[src/hdl/uart_params.svh]
/* Compile-time UART constants. UART_CLKS_PER_BIT must be even and at least 4
   so that the receiver's half-bit sample point is exact */
`ifndef UART_PARAMS_SVH
`define UART_PARAMS_SVH

// ------------------------------------------------------------
// Serial line timing
// ------------------------------------------------------------

// Clock cycles per serial bit, kept short for simulation
`define UART_CLKS_PER_BIT 16

// Data bits per frame, format is fixed 8N1
`define UART_DATA_BITS 8

// ------------------------------------------------------------
// Bus geometry
// ------------------------------------------------------------

// Word address width of the register window
`define UART_ADR_BITS 2

`endif

[src/hdl/uart_bus_pkg.sv]
/* Register map, decoded bus operations and status bit layout of the UART */
`default_nettype none

package uart_bus_pkg;

  // ------------------------------------------------------------
  // Register map
  // ------------------------------------------------------------
  typedef enum logic [1:0] {
    REG_DATA   = 2'd0,
    REG_STATUS = 2'd1,
    REG_RSVD2  = 2'd2,
    REG_RSVD3  = 2'd3
  } uart_reg_e;

  // One-cycle operation issued alongside ack
  typedef enum logic [2:0] {
    OP_NONE,
    OP_TX_WRITE,
    OP_RX_READ,
    OP_STAT_READ,
    OP_STAT_CLEAR,
    OP_UNMAPPED
  } wb_op_e;

  // Bit positions inside the status byte
  localparam int STAT_TX_BUSY   = 0;
  localparam int STAT_RX_VALID  = 1;
  localparam int STAT_OVERRUN   = 2;
  localparam int STAT_FRAME_ERR = 3;

endpackage

`default_nettype wire

[src/hdl/uart_line_pkg.sv]
/* State encodings of the transmit and receive line engines */
`default_nettype none

package uart_line_pkg;

  // Transmitter controller
  typedef enum logic [1:0] {
    TX_IDLE,
    TX_LOAD,
    TX_SHIFT
  } tx_state_e;

  // Receiver controller
  typedef enum logic [1:0] {
    RX_IDLE,
    RX_START,
    RX_DATA,
    RX_STOP
  } rx_state_e;

endpackage

`default_nettype wire

[src/hdl/uart_baud_tick.sv]
/* Bit-rate divider. With half set the first tick after enable comes at half a bit */
`timescale 1ns/1ps
`default_nettype none
`include "uart_params.svh"

module uart_baud_tick #(
  parameter int CLKS_PER_BIT = `UART_CLKS_PER_BIT
) (
  input  wire  clk,
  input  wire  rstn,
  input  wire  en,
  input  wire  half,
  output logic tick
);

  localparam int CW = $clog2(CLKS_PER_BIT);
  localparam logic [CW-1:0] FULL_LAST = CW'(CLKS_PER_BIT - 1);
  localparam logic [CW-1:0] HALF_LAST = CW'(CLKS_PER_BIT / 2 - 1);

  logic [CW-1:0] cnt;
  logic          first;
  logic [CW-1:0] last;

  // Terminal count, shortened for the first period in half mode
  assign last = (half && first) ? HALF_LAST : FULL_LAST;
  assign tick = en && (cnt == last);

  always_ff @(posedge clk) begin
    if (!rstn) begin
      cnt   <= '0;
      first <= 1'b1;
    end else if (!en) begin
      // Restart so every enable begins a fresh bit
      cnt   <= '0;
      first <= 1'b1;
    end else if (tick) begin
      cnt   <= '0;
      first <= 1'b0;
    end else begin
      cnt <= cnt + 1'b1;
    end
  end

endmodule

`default_nettype wire

[src/hdl/uart_wb_decode.sv]
/* Wishbone classic slave, every access acked after one cycle with no wait states.
   Master must hold cyc, stb, we, adr and dat_w steady until ack */
`timescale 1ns/1ps
`default_nettype none
`include "uart_params.svh"

module uart_wb_decode
  import uart_bus_pkg::*;
(
  input  wire                        clk,
  input  wire                        rstn,
  input  wire                        wb_cyc,
  input  wire                        wb_stb,
  input  wire                        wb_we,
  input  wire [`UART_ADR_BITS-1:0]   wb_adr,
  input  wire [`UART_DATA_BITS-1:0]  wb_dat_w,
  output logic                       wb_ack,
  output wb_op_e                     op,
  output logic [`UART_DATA_BITS-1:0] tx_byte
);

  logic      access;
  uart_reg_e reg_sel;
  wb_op_e    op_next;

  // ------------------------------------------------------------
  // Address and direction decode
  // ------------------------------------------------------------

  // New access only while ack is low, so a held stb is not counted twice
  assign access  = wb_cyc && wb_stb && !wb_ack;
  assign reg_sel = uart_reg_e'(wb_adr);

  always_comb begin
    case (reg_sel)
      REG_DATA: begin
        op_next = wb_we ? OP_TX_WRITE : OP_RX_READ;
      end
      REG_STATUS: begin
        // Writing status clears the sticky error flags
        op_next = wb_we ? OP_STAT_CLEAR : OP_STAT_READ;
      end
      default: begin
        // Reserved words still get acked
        op_next = OP_UNMAPPED;
      end
    endcase
  end

  // ------------------------------------------------------------
  // Ack and operation pulse, raised on the same edge
  // ------------------------------------------------------------
  always_ff @(posedge clk) begin
    if (!rstn) begin
      wb_ack <= 1'b0;
      op     <= OP_NONE;
    end else begin
      wb_ack <= access;
      op     <= access ? op_next : OP_NONE;
    end
  end

  // Write byte for the transmitter, held until the next write
  always_ff @(posedge clk) begin
    if (access && wb_we) begin
      tx_byte <= wb_dat_w;
    end
  end

  // Single-cycle ack even though stb is still high in the ack cycle
  a_ack_single: assert property (@(posedge clk) disable iff (!rstn)
    wb_ack |=> !wb_ack);

endmodule

`default_nettype wire

[src/hdl/uart_tx.sv]
/* 8N1 transmitter. A write while a frame is in flight is ignored, no queueing */
`timescale 1ns/1ps
`default_nettype none
`include "uart_params.svh"

module uart_tx
  import uart_bus_pkg::*, uart_line_pkg::*;
(
  input  wire                       clk,
  input  wire                       rstn,
  input  var wb_op_e                op,
  input  wire [`UART_DATA_BITS-1:0] tx_byte,
  output logic                      tx,
  output logic                      busy
);

  // Start bit, data bits, stop bit
  localparam int FRAME_BITS = `UART_DATA_BITS + 2;
  localparam int BCW        = $clog2(FRAME_BITS);

  tx_state_e             state;
  logic [FRAME_BITS-1:0] shifter;
  logic [BCW-1:0]        bitc;
  logic                  tick_en_tx;
  logic                  tick;
  logic                  last_tick;
  logic                  tail;

  // ------------------------------------------------------------
  // Control
  // ------------------------------------------------------------

  // Divider only runs while shifting, so each frame starts on a full bit
  assign tick_en_tx = (state == TX_SHIFT);
  assign last_tick  = tick && (bitc == BCW'(FRAME_BITS - 1));
  // Tail covers the cycle in which the registered line still shows the stop bit
  assign busy       = (state != TX_IDLE) || tail;

  uart_baud_tick #(
    .CLKS_PER_BIT(`UART_CLKS_PER_BIT)
  ) u_baud (
    .clk  (clk),
    .rstn (rstn),
    .en   (tick_en_tx),
    .half (1'b0),
    .tick (tick)
  );

  always_ff @(posedge clk) begin
    if (!rstn) begin
      state <= TX_IDLE;
      tail  <= 1'b0;
    end else begin
      tail <= last_tick;
      case (state)
        TX_IDLE:  if (op == OP_TX_WRITE && !tail) state <= TX_LOAD;
        // One cycle to load the frame
        TX_LOAD:  state <= TX_SHIFT;
        TX_SHIFT: if (last_tick) state <= TX_IDLE;
        default:  state <= TX_IDLE;
      endcase
    end
  end

  // ------------------------------------------------------------
  // Datapath
  // ------------------------------------------------------------

  // Frame goes out LSB first, ones fill from the top so the line idles high
  always_ff @(posedge clk) begin
    if (!rstn) begin
      shifter <= '1;
      bitc    <= '0;
    end else if (state == TX_LOAD) begin
      shifter <= {1'b1, tx_byte, 1'b0};
      bitc    <= '0;
    end else if (tick) begin
      shifter <= {1'b1, shifter[FRAME_BITS-1:1]};
      bitc    <= bitc + 1'b1;
    end
  end

  // Registered line output, glitch free
  always_ff @(posedge clk) begin
    if (!rstn) begin
      tx <= 1'b1;
    end else begin
      tx <= shifter[0];
    end
  end

  // Line is at mark once the controller has settled in idle
  a_idle_mark: assert property (@(posedge clk) disable iff (!rstn)
    (state == TX_IDLE && $past(state) == TX_IDLE) |-> tx);

endmodule

`default_nettype wire

[src/hdl/uart_rx.sv]
/* 8N1 receiver sampling at mid-bit. Low pulses shorter than half a bit are dropped,
   a bad stop bit discards the byte */
`timescale 1ns/1ps
`default_nettype none
`include "uart_params.svh"

module uart_rx
  import uart_line_pkg::*;
(
  input  wire                        clk,
  input  wire                        rstn,
  input  wire                        rx,
  output logic                       rx_done,
  output logic [`UART_DATA_BITS-1:0] rx_byte,
  output logic                       rx_ferr
);

  localparam int BCW = $clog2(`UART_DATA_BITS);

  rx_state_e                  state;
  logic                       rx_s1;
  logic                       rx_s2;
  logic                       rx_d;
  logic                       fall;
  logic                       tick;
  logic [BCW-1:0]             bitc;
  logic [`UART_DATA_BITS-1:0] shreg;

  // ------------------------------------------------------------
  // Input synchronizer and edge detect
  // ------------------------------------------------------------
  always_ff @(posedge clk) begin
    if (!rstn) begin
      rx_s1 <= 1'b1;
      rx_s2 <= 1'b1;
      rx_d  <= 1'b1;
    end else begin
      rx_s1 <= rx;
      rx_s2 <= rx_s1;
      rx_d  <= rx_s2;
    end
  end

  assign fall = rx_d && !rx_s2;

  // Half mode puts every tick at a bit centre
  uart_baud_tick #(
    .CLKS_PER_BIT(`UART_CLKS_PER_BIT)
  ) u_baud (
    .clk  (clk),
    .rstn (rstn),
    .en   (state != RX_IDLE),
    .half (1'b1),
    .tick (tick)
  );

  // ------------------------------------------------------------
  // Frame FSM
  // ------------------------------------------------------------
  always_ff @(posedge clk) begin
    if (!rstn) begin
      state   <= RX_IDLE;
      bitc    <= '0;
      rx_done <= 1'b0;
      rx_ferr <= 1'b0;
    end else begin
      rx_done <= 1'b0;
      rx_ferr <= 1'b0;
      case (state)
        RX_IDLE: if (fall) state <= RX_START;
        RX_START: begin
          // Line back high at mid start bit, treat as glitch
          if (tick) begin
            state <= rx_s2 ? RX_IDLE : RX_DATA;
            bitc  <= '0;
          end
        end
        RX_DATA: begin
          if (tick) begin
            bitc <= bitc + 1'b1;
            if (bitc == BCW'(`UART_DATA_BITS - 1)) state <= RX_STOP;
          end
        end
        RX_STOP: begin
          if (tick) begin
            state   <= RX_IDLE;
            rx_done <= rx_s2;
            rx_ferr <= !rx_s2;
          end
        end
        default: state <= RX_IDLE;
      endcase
    end
  end

  // Data arrives LSB first
  always_ff @(posedge clk) begin
    if (state == RX_DATA && tick) begin
      shreg <= {rx_s2, shreg[`UART_DATA_BITS-1:1]};
    end
  end

  // Shift register is stable from the last data bit until the next frame
  assign rx_byte = shreg;

  a_done_xor_ferr: assert property (@(posedge clk) disable iff (!rstn)
    !(rx_done && rx_ferr));

endmodule

`default_nettype wire

[src/hdl/uart_status.sv]
/* Single-byte receive holding register and sticky flags. Read data is only
   meaningful in the ack cycle and is zero otherwise */
`timescale 1ns/1ps
`default_nettype none
`include "uart_params.svh"

module uart_status
  import uart_bus_pkg::*;
(
  input  wire                        clk,
  input  wire                        rstn,
  input  var wb_op_e                 op,
  input  wire                        busy,
  input  wire                        rx_done,
  input  wire [`UART_DATA_BITS-1:0]  rx_byte,
  input  wire                        rx_ferr,
  output logic [`UART_DATA_BITS-1:0] wb_dat_r
);

  logic [`UART_DATA_BITS-1:0] hold;
  logic                       rx_valid;
  logic                       overrun;
  logic                       frame_err;
  logic [`UART_DATA_BITS-1:0] stat_byte;

  // ------------------------------------------------------------
  // Receive holding register and flags
  // ------------------------------------------------------------
  always_ff @(posedge clk) begin
    if (!rstn) begin
      rx_valid  <= 1'b0;
      overrun   <= 1'b0;
      frame_err <= 1'b0;
    end else begin
      if (rx_done) begin
        // Unread byte still held, new one is lost
        if (rx_valid && op != OP_RX_READ) overrun <= 1'b1;
        else rx_valid <= 1'b1;
      end else if (op == OP_RX_READ) begin
        rx_valid <= 1'b0;
      end
      if (rx_ferr) begin
        frame_err <= 1'b1;
      end else if (op == OP_STAT_CLEAR) begin
        frame_err <= 1'b0;
      end
      // A new overrun in the clear cycle wins
      if (op == OP_STAT_CLEAR && !(rx_done && rx_valid)) begin
        overrun <= 1'b0;
      end
    end
  end

  // Byte is kept after a read, so a second read returns it again
  always_ff @(posedge clk) begin
    if (rx_done && (!rx_valid || op == OP_RX_READ)) begin
      hold <= rx_byte;
    end
  end

  // ------------------------------------------------------------
  // Read data mux
  // ------------------------------------------------------------
  always_comb begin
    stat_byte                 = '0;
    stat_byte[STAT_TX_BUSY]   = busy;
    stat_byte[STAT_RX_VALID]  = rx_valid;
    stat_byte[STAT_OVERRUN]   = overrun;
    stat_byte[STAT_FRAME_ERR] = frame_err;
    case (op)
      OP_RX_READ:   wb_dat_r = hold;
      OP_STAT_READ: wb_dat_r = stat_byte;
      default:      wb_dat_r = '0;
    endcase
  end

  // Only a DATA read consumes the held byte
  a_valid_hold: assert property (@(posedge clk) disable iff (!rstn)
    (rx_valid && op != OP_RX_READ) |=> rx_valid);

endmodule

`default_nettype wire

[src/hdl/uart_top.sv]
/* UART on an 8-bit Wishbone classic bus, fixed 8N1 at a compile-time bit rate.
   No parity, FIFOs, interrupts or flow control */
`timescale 1ns/1ps
`default_nettype none
`include "uart_params.svh"

module uart_top
  import uart_bus_pkg::*;
(
  input  wire                        clk,
  input  wire                        rstn,
  input  wire                        wb_cyc,
  input  wire                        wb_stb,
  input  wire                        wb_we,
  input  wire [`UART_ADR_BITS-1:0]   wb_adr,
  input  wire [`UART_DATA_BITS-1:0]  wb_dat_w,
  input  wire                        rx,
  output logic [`UART_DATA_BITS-1:0] wb_dat_r,
  output logic                       wb_ack,
  output logic                       tx
);

  wb_op_e                     op;
  logic [`UART_DATA_BITS-1:0] tx_byte;
  logic                       busy;
  logic                       rx_done;
  logic [`UART_DATA_BITS-1:0] rx_byte;
  logic                       rx_ferr;

  // ------------------------------------------------------------
  // Bus decode
  // ------------------------------------------------------------
  uart_wb_decode u_decode (
    .clk      (clk),
    .rstn     (rstn),
    .wb_cyc   (wb_cyc),
    .wb_stb   (wb_stb),
    .wb_we    (wb_we),
    .wb_adr   (wb_adr),
    .wb_dat_w (wb_dat_w),
    .wb_ack   (wb_ack),
    .op       (op),
    .tx_byte  (tx_byte)
  );

  // Line engines, each with its own divider
  uart_tx u_tx (
    .clk     (clk),
    .rstn    (rstn),
    .op      (op),
    .tx_byte (tx_byte),
    .tx      (tx),
    .busy    (busy)
  );

  uart_rx u_rx (
    .clk     (clk),
    .rstn    (rstn),
    .rx      (rx),
    .rx_done (rx_done),
    .rx_byte (rx_byte),
    .rx_ferr (rx_ferr)
  );

  // Flags and read data
  uart_status u_status (
    .clk      (clk),
    .rstn     (rstn),
    .op       (op),
    .busy     (busy),
    .rx_done  (rx_done),
    .rx_byte  (rx_byte),
    .rx_ferr  (rx_ferr),
    .wb_dat_r (wb_dat_r)
  );

endmodule

`default_nettype wire

[config.mk]
export PLATFORM = sky130hd
export DESIGN_NAME = uart_top
export DESIGN_NICKNAME = d
export VERILOG_FILES = /design/src/hdl/uart_bus_pkg.sv /design/src/hdl/uart_line_pkg.sv /design/src/hdl/uart_baud_tick.sv /design/src/hdl/uart_wb_decode.sv /design/src/hdl/uart_tx.sv /design/src/hdl/uart_rx.sv /design/src/hdl/uart_status.sv /design/src/hdl/uart_top.sv
export VERILOG_INCLUDE_DIRS = /design/src /design/src/hdl
export SDC_FILE = /design/constraint.sdc
export NUM_CORES = 1
export LEC_CHECK = 0
export ABC_CLOCK_PERIOD_IN_PS = 1520
export BUFFER_PORTS_ARGS = -buffer_cell sky130_fd_sc_hd__buf_2
export CAP_MARGIN = 20
export CELL_PAD_IN_SITES_DETAIL_PLACEMENT = 1
export CELL_PAD_IN_SITES_GLOBAL_PLACEMENT = 1
export CORE_MARGIN = 2
export CORE_UTILIZATION = 42
export DETAILED_ROUTE_END_ITERATION = 16
export PLACE_DENSITY_LB_ADDON = 0.3
export SYNTH_ARGS = -nofsm -noshare
export SYNTH_HDL_FRONTEND = slang
export SYNTH_SLANG_ARGS = --single-unit
[constraint.sdc]
create_clock -name clk -period 1.52 [get_ports clk]
set_input_delay 0.304 -clock clk [delete_from_list [all_inputs] [get_ports clk]]
set_output_delay 0.304 -clock clk [all_outputs]
set_load 0.01 [all_outputs]
After elaboration in Yosys (flattened, before gate mapping)

Index checks and enable logic that the tools add are counted.
W data, S select, Z words.

Register bits: 67
Input port bits: 16
Output and inout port bits: 10

Add/sub/neg operators: 4
Eq/ne operators: 23
Multiplexer cells: 25
Bitwise operators: 3
Reductions and logical operators: 41

Operator list:

| operator              | number |
|---|---|
| $mux W2               | 9 |
| $mux W9               | 2 |
| $pmux W8 S2           | 1 |
| $ne A2 B1 Y1 const B  | 7 |
| $logic_and A1 B1 Y1   | 13 |
| $add A4 B1 Y4 const B | 3 |
| $pmux W3 S2           | 2 |
| $reduce_bool A2 Y1    | 6 |
| $reduce_and A2 Y1     | 5 |
| $mux W3               | 3 |
| $eq A4 B4 Y1 const B  | 2 |
| $pmux W2 S4           | 1 |
| $eq A2 B1 Y1 const B  | 3 |
| $eq A2 B2 Y1 const B  | 3 |
| $eq A3 B2 Y1 const B  | 2 |
| $eq A3 B3 Y1 const B  | 2 |
| $logic_not A2 Y1      | 3 |
| $pmux W2 S3           | 1 |
| $reduce_and A3 Y1     | 2 |
| $reduce_or A3 Y1      | 2 |
| $logic_not A1 Y1      | 5 |
| $mux W1               | 5 |
| $reduce_and A5 Y1     | 1 |
| $eq A4 B4 Y1          | 1 |
| 8 further kinds       | 12 |

Logic depth before layout (Yosys ltp)

Gate-level depths: netlist (run 1).

Word-level depth: 5
Gate-level depth with buffers: 7
Gate-level depth less buffers: 6

Hierarchy

Synthesis (run 1) repeated with hierarchy kept, for this count alone.

Cells, all modules: 218
Area, all modules: 2688.8 um^2

Modules (own cells, without submodules):

| module         | times used | cells each | area an instance (um^2) | seq. area each (um^2) |
|---|---|---|---|---|
| uart_tx        | 1          | 67         | 719.4                   | 340.3 |
| uart_rx        | 1          | 54         | 675.6                   | 440.4 |
| uart_status    | 1          | 36         | 483.0                   | 300.3 |
| uart_baud_tick | 2          | 20         | 210.2                   | 100.1 |
| uart_wb_decode | 1          | 21         | 390.4                   | 320.3 |

Worst setup path after synthesis (run 1)

OpenSTA, ideal clock, no wires.

Kind: reg-to-reg
Start: reg u_decode.op[0]
End: reg u_status.hold[0], enable pin
Data arrival time: 1289 ps
Path slack: -142 ps
Cell stages (with the launch flop): 5
Period minus slack after synthesis: 1662 ps
Cell sequence: dfxtp_1 clkbuf_1 or2_1 and2_1 nor2b_1

Longest elaborated chain between the ends: 3

RTL lines:

| what                   | RTL line             | source |
|---|---|---|
| start, declared        | uart_wb_decode.sv:18 | `output wb_op_e op,` |
| start signal, assigned | uart_wb_decode.sv:59 | `op <= access ? op_next : OP_NONE;` |
| $eq A3 B2 Y1           | uart_status.sv:56    | `if (rx_done && (!rx_valid \|\| op == OP_RX_READ)) begin` |
| $logic_or A1 B1 Y1     | uart_status.sv:56    |  |
| $logic_and A1 B1 Y1    | uart_status.sv:56    |  |
| end signal, assigned   | uart_status.sv:57    | `hold <= rx_byte;` |
| end, declared          | uart_status.sv:20    | `` logic [`UART_DATA_BITS-1:0] hold; `` |

No other way between the ends.
A chain may end at the register's enable or synchronous reset.

Worst setup path after layout (run 1)

Start: reg u_decode.op[2]
End: out wb_dat_r[6]

Longest elaborated chain between the ends: 2
Elaborated cells between the ends (all ways): 3
Classes of those cells: 2 x eq/ne; 1 x mux

RTL lines:

| what          | RTL line          | source |
|---|---|---|
| $eq A3 B2 Y1  | uart_status.sv:70 | `case (op)` |
| $pmux W8 S2 * | uart_status.sv:70 |  |
| end, declared | uart_top.sv:18    | `` output logic [`UART_DATA_BITS-1:0] wb_dat_r, `` |

Every way passes the cells marked *; elsewhere a longest branch is shown, timed or not.

==> results of run 1 <==
path summary, 6_finish.rpt:
path,endpoint,slack [ps],depth (start not counted)
worst max-delay path,wb_dat_r[6],-80,5
worst min-delay path,u_decode.tx_byte[2]$_DFFE_PP_,130,1
worst max register to register,flip-flop,-40,6
worst min register to register,u_status.hold[0]$_DFFE_PP_,430,0
area by class of cell:
class	instances	share of cell area
clock buffer	10	0.0377
clock inverter	6	0.0340
inverter	7	0.00851
multi-input combinational	149	0.329
sequential	67	0.470
tap	75	0.0277
timing repair buffer	46	0.0925
per-layer routing:
metal  track usage  wire, µm  vias up
met4        0.0700       109        0
met1         0.218      2590      909
li1              -         -      912
met3        0.0547       178       12
met5             0         0        -
met2         0.293      2880       27
power by group through the flow:
stage	combinational, mW	clock [mW]	sequential (mW)
finish	0.267	1.80	1.90
global route	0.296	1.93	1.90
floorplan	0.126	0	1.93
CTS	0.252	1.83	1.90
detailed placement	0.219	0	1.94
global placement	0.213	0	1.94
cell usage in the layout, fill, tap and decap left out, types with 4 or more instances in the layout:
| master | synthesis | layout |
|---|---|---|
| nand2b_1 | 5 | 4 |
| clkbuf_8 | 0 | 9 |
| inv_1 | 7 | 5 |
| xor2_1 | 4 | 4 |
| buf_6 | 1 | 6 |
| edfxtp_1 | 24 | 24 |
| and2_1 | 7 | 4 |
| nor2_1 | 22 | 18 |
| ha_1 | 10 | 6 |
| dfxtp_1 | 43 | 37 |
| a221o_1 | 6 | 6 |
| buf_4 | 0 | 18 |
| nand3_1 | 10 | 9 |
| a21oi_1 | 7 | 5 |
| buf_2 | 1 | 22 |
| nor3_1 | 5 | 4 |
| dfxtp_2 | 0 | 5 |
| nand2_1 | 21 | 21 |
per-stage QoR:
stage / std cells / hold slack, ps / util
2_1_floorplan: 230 / 381 / -
3_3_place_gp: 337 / 389 / 0.489
3_5_place_dp: 337 / 411 / 0.489
4_1_cts: 359 / 112 / 0.551
5_1_grt: 360 / 102 / 0.565
6_report: 360 / 128 / 0.565
flip-flops by register name (all words and copies together) (netlist names), 2 cells and up, named ones only:
register and count:
u_rx.bitc 3, u_rx.u_baud.cnt 4, u_decode.op 3, u_tx.shifter 9, u_decode.tx_byte 8, u_tx.bitc 4
u_tx.u_baud.cnt 4, u_status.hold 8, u_tx.state 2, u_rx.rx_byte 8
worst max-delay path: stages, from the launching register on:
cell	delay [ps]
dfxtp_2	320
nand2b_4	130
buf_6	130
nor2_4	120
and2_1	140
buf_2	130
logic make-up (layout without fill, tap and decap cells):
logic type	count (synthesis)	in the layout
AO/OA/AOI/OAI	32	32
multiplexers	4	4
XOR/XNOR	8	8
adder cells (fa/ha/maj)	10	10
flip-flops	67	67
buffers and inverters	14	69
AND/OR/NAND/NOR	95	95
timing repair:
item                                    4_1_cts  5_1_grt
buffers inserted                              6        1
resized for setup                            22       22
endpoints found under the hold margin         0        0
pin swaps                                     7        6
endpoints found under the setup margin       20       25
==> run summary, run 1 <==
Outcome: finished with violations
Failing checks: setup timing
Drt first-iter violations: 69
Drt total wl: 5760 µm
Clock Sinks: 67
Vias per cell: 5.17
CP max FO: 4
Clock Root Buffer: clkbuf_8
Commonest cells in the netlist: dfxtp_1 (43), edfxtp_1 (24), nor2_1 (22), nand2_1 (21)
N_diodes: 0
Pwr dens: 1170 nW/µm²
Synth Area in Compound Gates: 0.0868
Largest net degree at the start of global routing: 19
RSZ-0062 raised after global routing: yes
DR pass1 iterations: 4
CP Class: flip-flop to primary output
Share of cells above drive strength 1: 0.358
Via count: 1860
Drc violations: 0
Total grt overflow: 0
Vias in the first global route: 1936
Ys flop type: dfxtp_1
Register area share after synthesis: 0.603
Sw frac: 0.217
Combinational share of power: 0.067
Asr flop ratio synth: 0
CTS tree: built
Synthesis-to-layout area growth: 29.0%
Area after DPL: 2930 µm²
Storage cell area: 1590 µm²
Synthesized instance count: 230
Starting Density: 0.438
Die width: 83.0 µm
Port Buffers: 25
Worst Setup SP: u_decode.op[2]$_SDFF_PN0_
Routability congestion estimate: 0.718
Post-Synth Adder-Cell Area: 0.0477
Mapped cell area: 2620 µm²
CTS Hold Bufs: 0
Post-DP HPWL: 3680 µm
CP required: 1220 ps
Clock network fraction of total power: 0.453
Post-DR wirelength/cell: 16.0 µm
Design Area, Final: 3380 µm²
H-tree lvl count: 3
Ports: 26
Setup TNS: -573 ps
Unique masters post-synth: 45
P_sw: 860 µW
Max-cap violations: 0
Antenna violations before repair: 0
Peak VDD IR: 0.000654 V
Slew @ Worst Pin: 413 ps
Fin Clk Skew: 8.27 ps
Critical path startpoint category: flip-flop
Core Region: 5990 µm²
GR Util All Layers: 0.178
Hold wc startpoint: wb_dat_w[2]
Die height: 83.0 µm
Area of the multi-input gates: 1110 µm²
Pre-CTS setup slack: -184 ps
Flop pwr share: 0.480
Final Cycle Share: 1.06
Crit end category: primary output
CP arrival: 1300 ps
Final min period: 1600 ps
Post-synth EDFFs: 24
Reg clk slew, reported paths: 80 ps
CTS Buffer Depth: 2
Number of core rows: 28
Post-Synth Simple-Gate Area: 0.194
First-pass GRT wire length: 9580 µm
Cts bufs inserted: 9
Worst-Skew Late Latency: 350 ps
Cell taking the most area after synthesis: dfxtp_1
Most frequent cell after synthesis: dfxtp_1
Final net count: 306
Filler cells: 638
Overall Power: 3.96 mW
Synth warnings: 0
Mean Syn Cell Area: 11.4 µm²
Register bit total from synthesis: 67
Xor and xnor area share after synthesis: 0.0296
Die Area: 6890 µm²
Worst Hold Class: input pin to flip-flop
Internal Dissipation: 3.10 mW
Dominant cells by area after synthesis: dfxtp_1 (33%), edfxtp_1 (27%), ha_1 (4.8%)
ANT nets after route: 0
Post-synthesis mux area share: 0.0153
Slew headroom: 0.725
Share of the synthesized area in the top cell type: 0.328
# setup viols final: 9
Final Slew Violations: 0
Largest family of logic cells by synthesized area: simple AND/OR/NAND/NOR gates
LEAKAGE: 1.33 nW
Fin. Hold Viols: 0
Syn Nets: 256
Setup ws final: -84.4 ps
Fmax: 623 MHz
(Power assumes the default switching activity.)
==> run 2, diff against run 1 <==
--- a/config.mk
+++ b/config.mk
@@ -13,6 +13,7 @@
 export CELL_PAD_IN_SITES_GLOBAL_PLACEMENT = 1
 export CORE_MARGIN = 2
 export CORE_UTILIZATION = 42
+export CTS_BUF_LIST = sky130_fd_sc_hd__clkbuf_16
 export DETAILED_ROUTE_END_ITERATION = 16
 export PLACE_DENSITY_LB_ADDON = 0.3
 export SYNTH_ARGS = -nofsm -noshare
==> run summary, run 2 (synthesis results as in run 1) <==
Port Buffers: 25 (unchanged)
Cts bufs inserted: 9 (unchanged)
Filler cells: 625 (was 638)
Slowest cell on crit path: dfxtp_2 (unchanged)
Drt first-iter violations: 103 (was 69)
CP arrival: 1290 ps (was 1300 ps)
Max FFs per register: 9 (unchanged)
Die width: 83.0 µm (unchanged)
Peak-usage layer in the global routing report: met2 (unchanged)
Critical path startpoint category: flip-flop (unchanged)
Worst Hold Class: input pin to flip-flop (unchanged)
Worst setup path endpoint: wb_dat_r[6] (unchanged)
First-pass GRT wire length: 10100 µm (was 9580 µm)
Peak VDD IR: 0.000714 V (was 0.000654 V)
DR pass1 iterations: 5 (was 4)
Met3 usage: 0.0567 (was 0.0547)
CP Class: flip-flop to primary output (unchanged)
CP required: 1220 ps (about the same)
Clock Sinks: 67 (unchanged)
Crit path cell chain: nand2b_4 -> buf_6 -> nor2_4 -> and2_1 -> buf_2 (unchanged)
Internal Dissipation: 3.62 mW (was 3.10 mW)
Die Area: 6890 µm² (unchanged)
Combinational share of power: 0.063 (was 0.067)
CP max FO: 4 (unchanged)
Critical R2R Launch: u_rx.state[0]$_SDFFE_PN0P_
Worst R2R Path Depth: 7 (was 6)
Fin Clk Skew: 8.72 ps (was 8.27 ps)
RSZ-0062 raised after global routing: yes (unchanged)
Starting Density: 0.438 (unchanged)
Met1 GRT Util: 0.233 (was 0.218)
Drc violations: 0 (unchanged)
Final Cycle Share: 1.05 (was 1.06)
Clock Root Buffer: clkbuf_16 (was clkbuf_8)
Pre-CTS setup slack: -184 ps (unchanged)
Failing checks: setup timing (unchanged)
Antenna violations before repair: 0 (unchanged)
Area of the multi-input gates: 1100 µm² (was 1110 µm²)
Vias per cell: 5.33 (was 5.17)
Sw frac: 0.210 (was 0.217)
Reg2reg end: u_rx.state[0]$_SDFFE_PN0P_
Storage cell area: 1590 µm² (about the same)
Slew @ Worst Pin: 399 ps (was 413 ps)
Number of core rows: 28 (unchanged)
Via count: 1918 (was 1860)
Flop pwr share: 0.415 (was 0.480)
Clock network fraction of total power: 0.521 (was 0.453)
Reg clk slew, reported paths: 60 ps (was 80 ps)
Final min period: 1590 ps (was 1600 ps)
Post-DP HPWL: 3680 µm (unchanged)
GR Util All Layers: 0.190 (was 0.178)
CTS Hold Bufs: 0 (unchanged)
Worst Setup SP: u_decode.op[2]$_SDFF_PN0_ (unchanged)
R2R setup slack: -30 ps (was -40 ps)
Commonest non-fill, non-tap cells in the layout: dfxtp_1 (38), edfxtp_1 (24), buf_2 (23) (was dfxtp_1 (37), edfxtp_1 (24), buf_2 (22))
Final hold slack: 143 ps (was 128 ps)
CTS tree: built (unchanged)
ANT nets after route: 0 (unchanged)
Share of cells above drive strength 1: 0.351 (was 0.358)
Most common cell after layout, fill and taps aside: dfxtp_1 (unchanged)
LEAKAGE: 1.37 nW (was 1.33 nW)
Setup ws final: -71.3 ps (was -84.4 ps)
Final net count: 306 (unchanged)
Total grt overflow: 0 (unchanged)
Met2 usage in global routing: 0.313 (was 0.293)
Vias in the first global route: 1996 (was 1936)
Synthesis-to-layout area growth: 32.4% (was 29.0%)
Largest net degree at the start of global routing: 19 (unchanged)
# setup viols final: 10 (was 9)
Fmax: 628 MHz (was 623 MHz)
P_sw: 961 µW (was 860 µW)
Fin. Hold Viols: 0 (unchanged)
H-tree lvl count: 3 (unchanged)
Core Region: 5990 µm² (unchanged)
Worst-Skew Late Latency: 330 ps (was 350 ps)
Post-DR wirelength/cell: 17.9 µm (was 16.0 µm)
Crit end category: primary output (unchanged)
Largest Register: u_tx.shifter (unchanged)
Max-cap violations: 0 (unchanged)
Die height: 83.0 µm (unchanged)
CTS Buffer Depth: 2 (unchanged)
Slew headroom: 0.731 (was 0.725)
Crit-path max cell delay: 320 ps (about the same)
Outcome: finished with violations (unchanged)
N_diodes: 0 (unchanged)
Final Slew Violations: 0 (unchanged)
Pwr dens: 1320 nW/µm² (was 1170 nW/µm²)
Drt total wl: 6460 µm (was 5760 µm)
Routability congestion estimate: 0.718 (unchanged)
Ports: 26 (unchanged)
[run 2: worst max-delay path, delay by kind of cell (launching register included)]
kind / cells / cell delay (ps)
buf+inv: 2 / 260
flops: 1 / 320
simple gates: 3 / 390
[run 2: routing by layer]
metal  share of wire  vias to the layer above  routed length (µm)
met5               0                        -                   0
met1            0.41                      940                2670
li1                -                      915                   -
met3           0.052                       13                 336
met4           0.017                        0                 108
met2            0.52                       50                3340
[run 2: power by group through the flow]
stage / registers (mW) / logic [mW] / clock network (mW)
2_1_floorplan: 1.93 / 0.126 / 0
3_3_place_gp: 1.94 / 0.213 / 0
3_5_place_dp: 1.94 / 0.219 / 0
4_1_cts: 1.90 / 0.256 / 2.41
5_1_grt: 1.90 / 0.313 / 2.52
6_report: 1.90 / 0.290 / 2.39
[run 2: final cells by class]
| class | instances | area share |
|---|---|---|
| Multi-Input combinational cell | 149 | 0.317 |
| Clock buffer | 9 | 0.0648 |
| Clock inverter | 7 | 0.0342 |
| Inverter | 7 | 0.00901 |
| Timing Repair Buffer | 46 | 0.0893 |
| Sequential cell | 67 | 0.459 |
| Tap cell | 75 | 0.0270 |
[run 2: how the worst min path moves through the flow]
stage | start | endpoint | slack (ps) | depth (start not counted)
after floorplan | wb_we | u_decode.op[1]$_SDFF_PN0_ | 380 | 1
after global placement | u_rx.rx_s1$_SDFF_PN1_ | u_rx.rx_s2$_SDFF_PN1_ | 390 | 1
after detailed placement | u_rx.rx_s1$_SDFF_PN1_ | u_rx.rx_s2$_SDFF_PN1_ | 410 | 1
after CTS | wb_dat_w[2] | u_decode.tx_byte[2]$_DFFE_PP_ | 140 | 1
after global routing | wb_dat_w[6] | u_decode.tx_byte[6]$_DFFE_PP_ | 130 | 1
final | wb_dat_w[2] | u_decode.tx_byte[2]$_DFFE_PP_ | 140 | 1
[run 2: through the flow]
stage | instance area, µm² | total power [mW] | util | TNS, ps | cells
3_5_place_dp | 2930 | 2.16 | 0.489 | -354 | 337
5_1_grt | 3470 | 4.74 | 0.580 | -997 | 360
2_1_floorplan | 2640 | 2.06 | - | 0 | 230
3_3_place_gp | 2930 | 2.15 | 0.489 | 0 | 337
4_1_cts | 3390 | 4.57 | 0.566 | -409 | 357
6_report | 3470 | 4.58 | 0.580 | -432 | 360
[run 2: what timing repair did]
action,4_1_cts,5_1_grt
setup buffers,4,3
cloned,0,0
setup endpoints to repair,20,27
resized for setup,24,19
pin swaps,12,9
==> run 3, diff against run 2 <==
--- a/config.mk
+++ b/config.mk
@@ -15,7 +15,8 @@
 export CORE_UTILIZATION = 42
 export CTS_BUF_LIST = sky130_fd_sc_hd__clkbuf_16
 export DETAILED_ROUTE_END_ITERATION = 16
-export PLACE_DENSITY_LB_ADDON = 0.3
+export PLACE_DENSITY_LB_ADDON = 0.15
+export REMOVE_ABC_BUFFERS = 1
 export SYNTH_ARGS = -nofsm -noshare
 export SYNTH_HDL_FRONTEND = slang
 export SYNTH_SLANG_ARGS = --single-unit
==> run summary, run 3 (synthesis results as in run 1) <==
Outcome: finished with violations (unchanged)
Failing checks: setup timing (unchanged)
First-pass GRT wire length: 9580 µm (was 10100 µm)
Final min period: 1580 ps (was 1590 ps)
Fin. Hold Viols: 0 (unchanged)
Final net count: 310 (was 306)
Final Cycle Share: 1.04 (was 1.05)
GR Util All Layers: 0.179 (was 0.190)
Vias per cell: 5.13 (was 5.33)
DR pass1 iterations: 4 (was 5)
# setup viols final: 9 (was 10)
ANT nets after route: 0 (unchanged)
WP buf/inv: 2 (unchanged)
Largest net degree at the start of global routing: 24 (was 19)
Ports: 26 (unchanged)
Via count: 1867 (was 1918)
Crit end category: primary output (unchanged)
Number of placed cells counting well taps: 342 (was 337)
Largest Register: u_tx.shifter (unchanged)
Reg clk slew, reported paths: 60 ps (about the same)
Crit path cell chain: nand2b_4 -> buf_6 -> nor2_4 -> and2_1 -> buf_2 (unchanged)
CTS tree: built (unchanged)
LEAKAGE: 1.40 nW (was 1.37 nW)
Crit-path max cell delay: 320 ps (about the same)
H-tree lvl count: 3 (unchanged)
N_diodes: 0 (unchanged)
RSZ-0062 raised after global routing: yes (unchanged)
Worst R2R Path Depth: 6 (was 7)
Routability congestion estimate: 0.844 (was 0.718)
Clock network fraction of total power: 0.495 (was 0.521)
Kind of cell adding the most delay to the critical path: simple AND/OR/NAND/NOR gates (unchanged)
Max-cap violations: 0 (unchanged)
Commonest non-fill, non-tap cells in the layout: dfxtp_1 (36), edfxtp_1 (24), buf_2 (22) (was dfxtp_1 (38), edfxtp_1 (24), buf_2 (23))
Die width: 83.0 µm (unchanged)
Synthesis-to-layout area growth: 33.7% (was 32.4%)
Clock Sinks: 67 (unchanged)
Drt first-iter violations: 67 (was 103)
Post-DR wirelength/cell: 15.7 µm (was 17.9 µm)
CP Class: flip-flop to primary output (unchanged)
Fin Clk Skew: 3.70 ps (was 8.72 ps)
Number of core rows: 28 (unchanged)
Pwr dens: 1240 nW/µm² (was 1320 nW/µm²)
Worst Hold Class: input pin to flip-flop (unchanged)
Drc violations: 0 (unchanged)
Reg2reg end: u_rx.state[0]$_SDFFE_PN0P_ (unchanged)
Setup ws final: -57.8 ps (was -71.3 ps)
P_sw: 917 µW (was 961 µW)
Internal Dissipation: 3.44 mW (was 3.62 mW)
Port Buffers: 25 (unchanged)
CP max FO: 4 (unchanged)
R2R setup slack: -20 ps (was -30 ps)
Combinational share of power: 0.067 (was 0.063)
Drt total wl: 5700 µm (was 6460 µm)
Slew headroom: 0.702 (was 0.731)
Storage cell area: 1600 µm² (was 1590 µm²)
Max FFs per register: 9 (unchanged)
Area of the multi-input gates: 1130 µm² (was 1100 µm²)
Slowest cell on crit path: dfxtp_2 (unchanged)
Total grt overflow: 0 (unchanged)
Post-DP HPWL: 3520 µm (was 3680 µm)
CP required: 1220 ps (about the same)
Worst-Skew Late Latency: 330 ps (about the same)
Core Region: 5990 µm² (unchanged)
Filler cells: 613 (was 625)
Flop pwr share: 0.437 (was 0.415)
Final Instance Count excl. Fillers: 364 (was 360)
CP arrival: 1270 ps (was 1290 ps)
Die height: 83.0 µm (unchanged)
Critical path startpoint category: flip-flop (unchanged)
Slew @ Worst Pin: 447 ps (was 399 ps)
Final core utilization: 0.585 (was 0.580)
Overall Power: 4.35 mW (was 4.58 mW)
CTS Hold Bufs: 0 (unchanged)
Share of cells above drive strength 1: 0.370 (was 0.351)
Antenna violations before repair: 0 (unchanged)
Final Slew Violations: 0 (unchanged)
Clock Root Buffer: clkbuf_16 (unchanged)
Vias in the first global route: 1961 (was 1996)
Cts bufs inserted: 9 (unchanged)
Most common cell after layout, fill and taps aside: dfxtp_1 (unchanged)
CTS Buffer Depth: 2 (unchanged)
Die Area: 6890 µm² (unchanged)
Hold depth: 1 (unchanged)
Worst hold endpoint: u_decode.tx_byte[6]$_DFFE_PP_ (was u_decode.tx_byte[2]$_DFFE_PP_)
Hold wc startpoint: wb_dat_w[6] (was wb_dat_w[2])
Peak VDD IR: 0.000781 V (was 0.000714 V)
Starting Density: 0.438 (unchanged)
Sw frac: 0.211 (was 0.210)
Fmax: 634 MHz (was 628 MHz)
## run 3: changes by cell type in the layout (fill, tap and decap cells not counted), sizes merged
cell	before	now
bufinv	3	2
buf	46	50
inv	8	9
## run 3: worst max-delay path by stage
stage	startpoint	end	slack, ps	depth (start not counted)
after floorplan	u_decode.op[2]$_SDFF_PN0_	u_status.hold[0]$_DFFE_PP_	-140	4
after global placement	u_rx.state[0]$_SDFFE_PN0P_	flip-flop	-40	6
after detailed placement	flip-flop	flip-flop	-160	6
after CTS	u_decode.op[2]$_SDFF_PN0_	wb_dat_r[7]	-90	5
after global routing	u_decode.op[2]$_SDFF_PN0_	wb_dat_r[5]	-120	5
final	u_decode.op[2]$_SDFF_PN0_	wb_dat_r[6]	-60	5
## run 3: cell type report
type | instances | area share
Multi-Input combinational cell | 149 | 0.321
Timing Repair Buffer | 50 | 0.0999
Clock inverter | 7 | 0.0243
Clock buffer | 9 | 0.0642
Inverter | 7 | 0.00892
Tap cell | 75 | 0.0268
Sequential cell | 67 | 0.455
## run 3: timing repair
item,in CTS,in global routing
setup buffers,2,5
setup endpoints to repair,26,28
resized for setup,29,25
pin swaps,12,15
hold endpoints to repair,0,0
## run 3: metrics by stage
| step | TNS, ps | cell area, µm² | hold WS, ps | setup slack [ps] |
|---|---|---|---|---|
| global placement | -56.4 | 2950 | 391 | -43.0 |
| global route | -1180 | 3510 | 135 | -118 |
| finish | -295 | 3510 | 149 | -57.8 |
| CTS | -396 | 3370 | 140 | -90.5 |
| detailed placement | -825 | 2950 | 406 | -156 |
| floorplan | -1600 | 2590 | 373 | -140 |
## run 3: routing by layer
metal,part of all wire,global-route usage,up-vias
li1,-,-,923
met1,0.46,0.226,913
met2,0.49,0.285,23
met3,0.031,0.0517,8
met4,0.019,0.0805,0
met5,0,0,-
## run 3: power by group through the flow
stage | logic (mW) | registers [mW] | clock network, mW
after CTS | 0.269 | 1.90 | 2.19
after global placement | 0.221 | 1.93 | 0
final | 0.293 | 1.90 | 2.16
after floorplan | 0.110 | 1.94 | 0
after global routing | 0.319 | 1.91 | 2.28
after detailed placement | 0.228 | 1.94 | 0
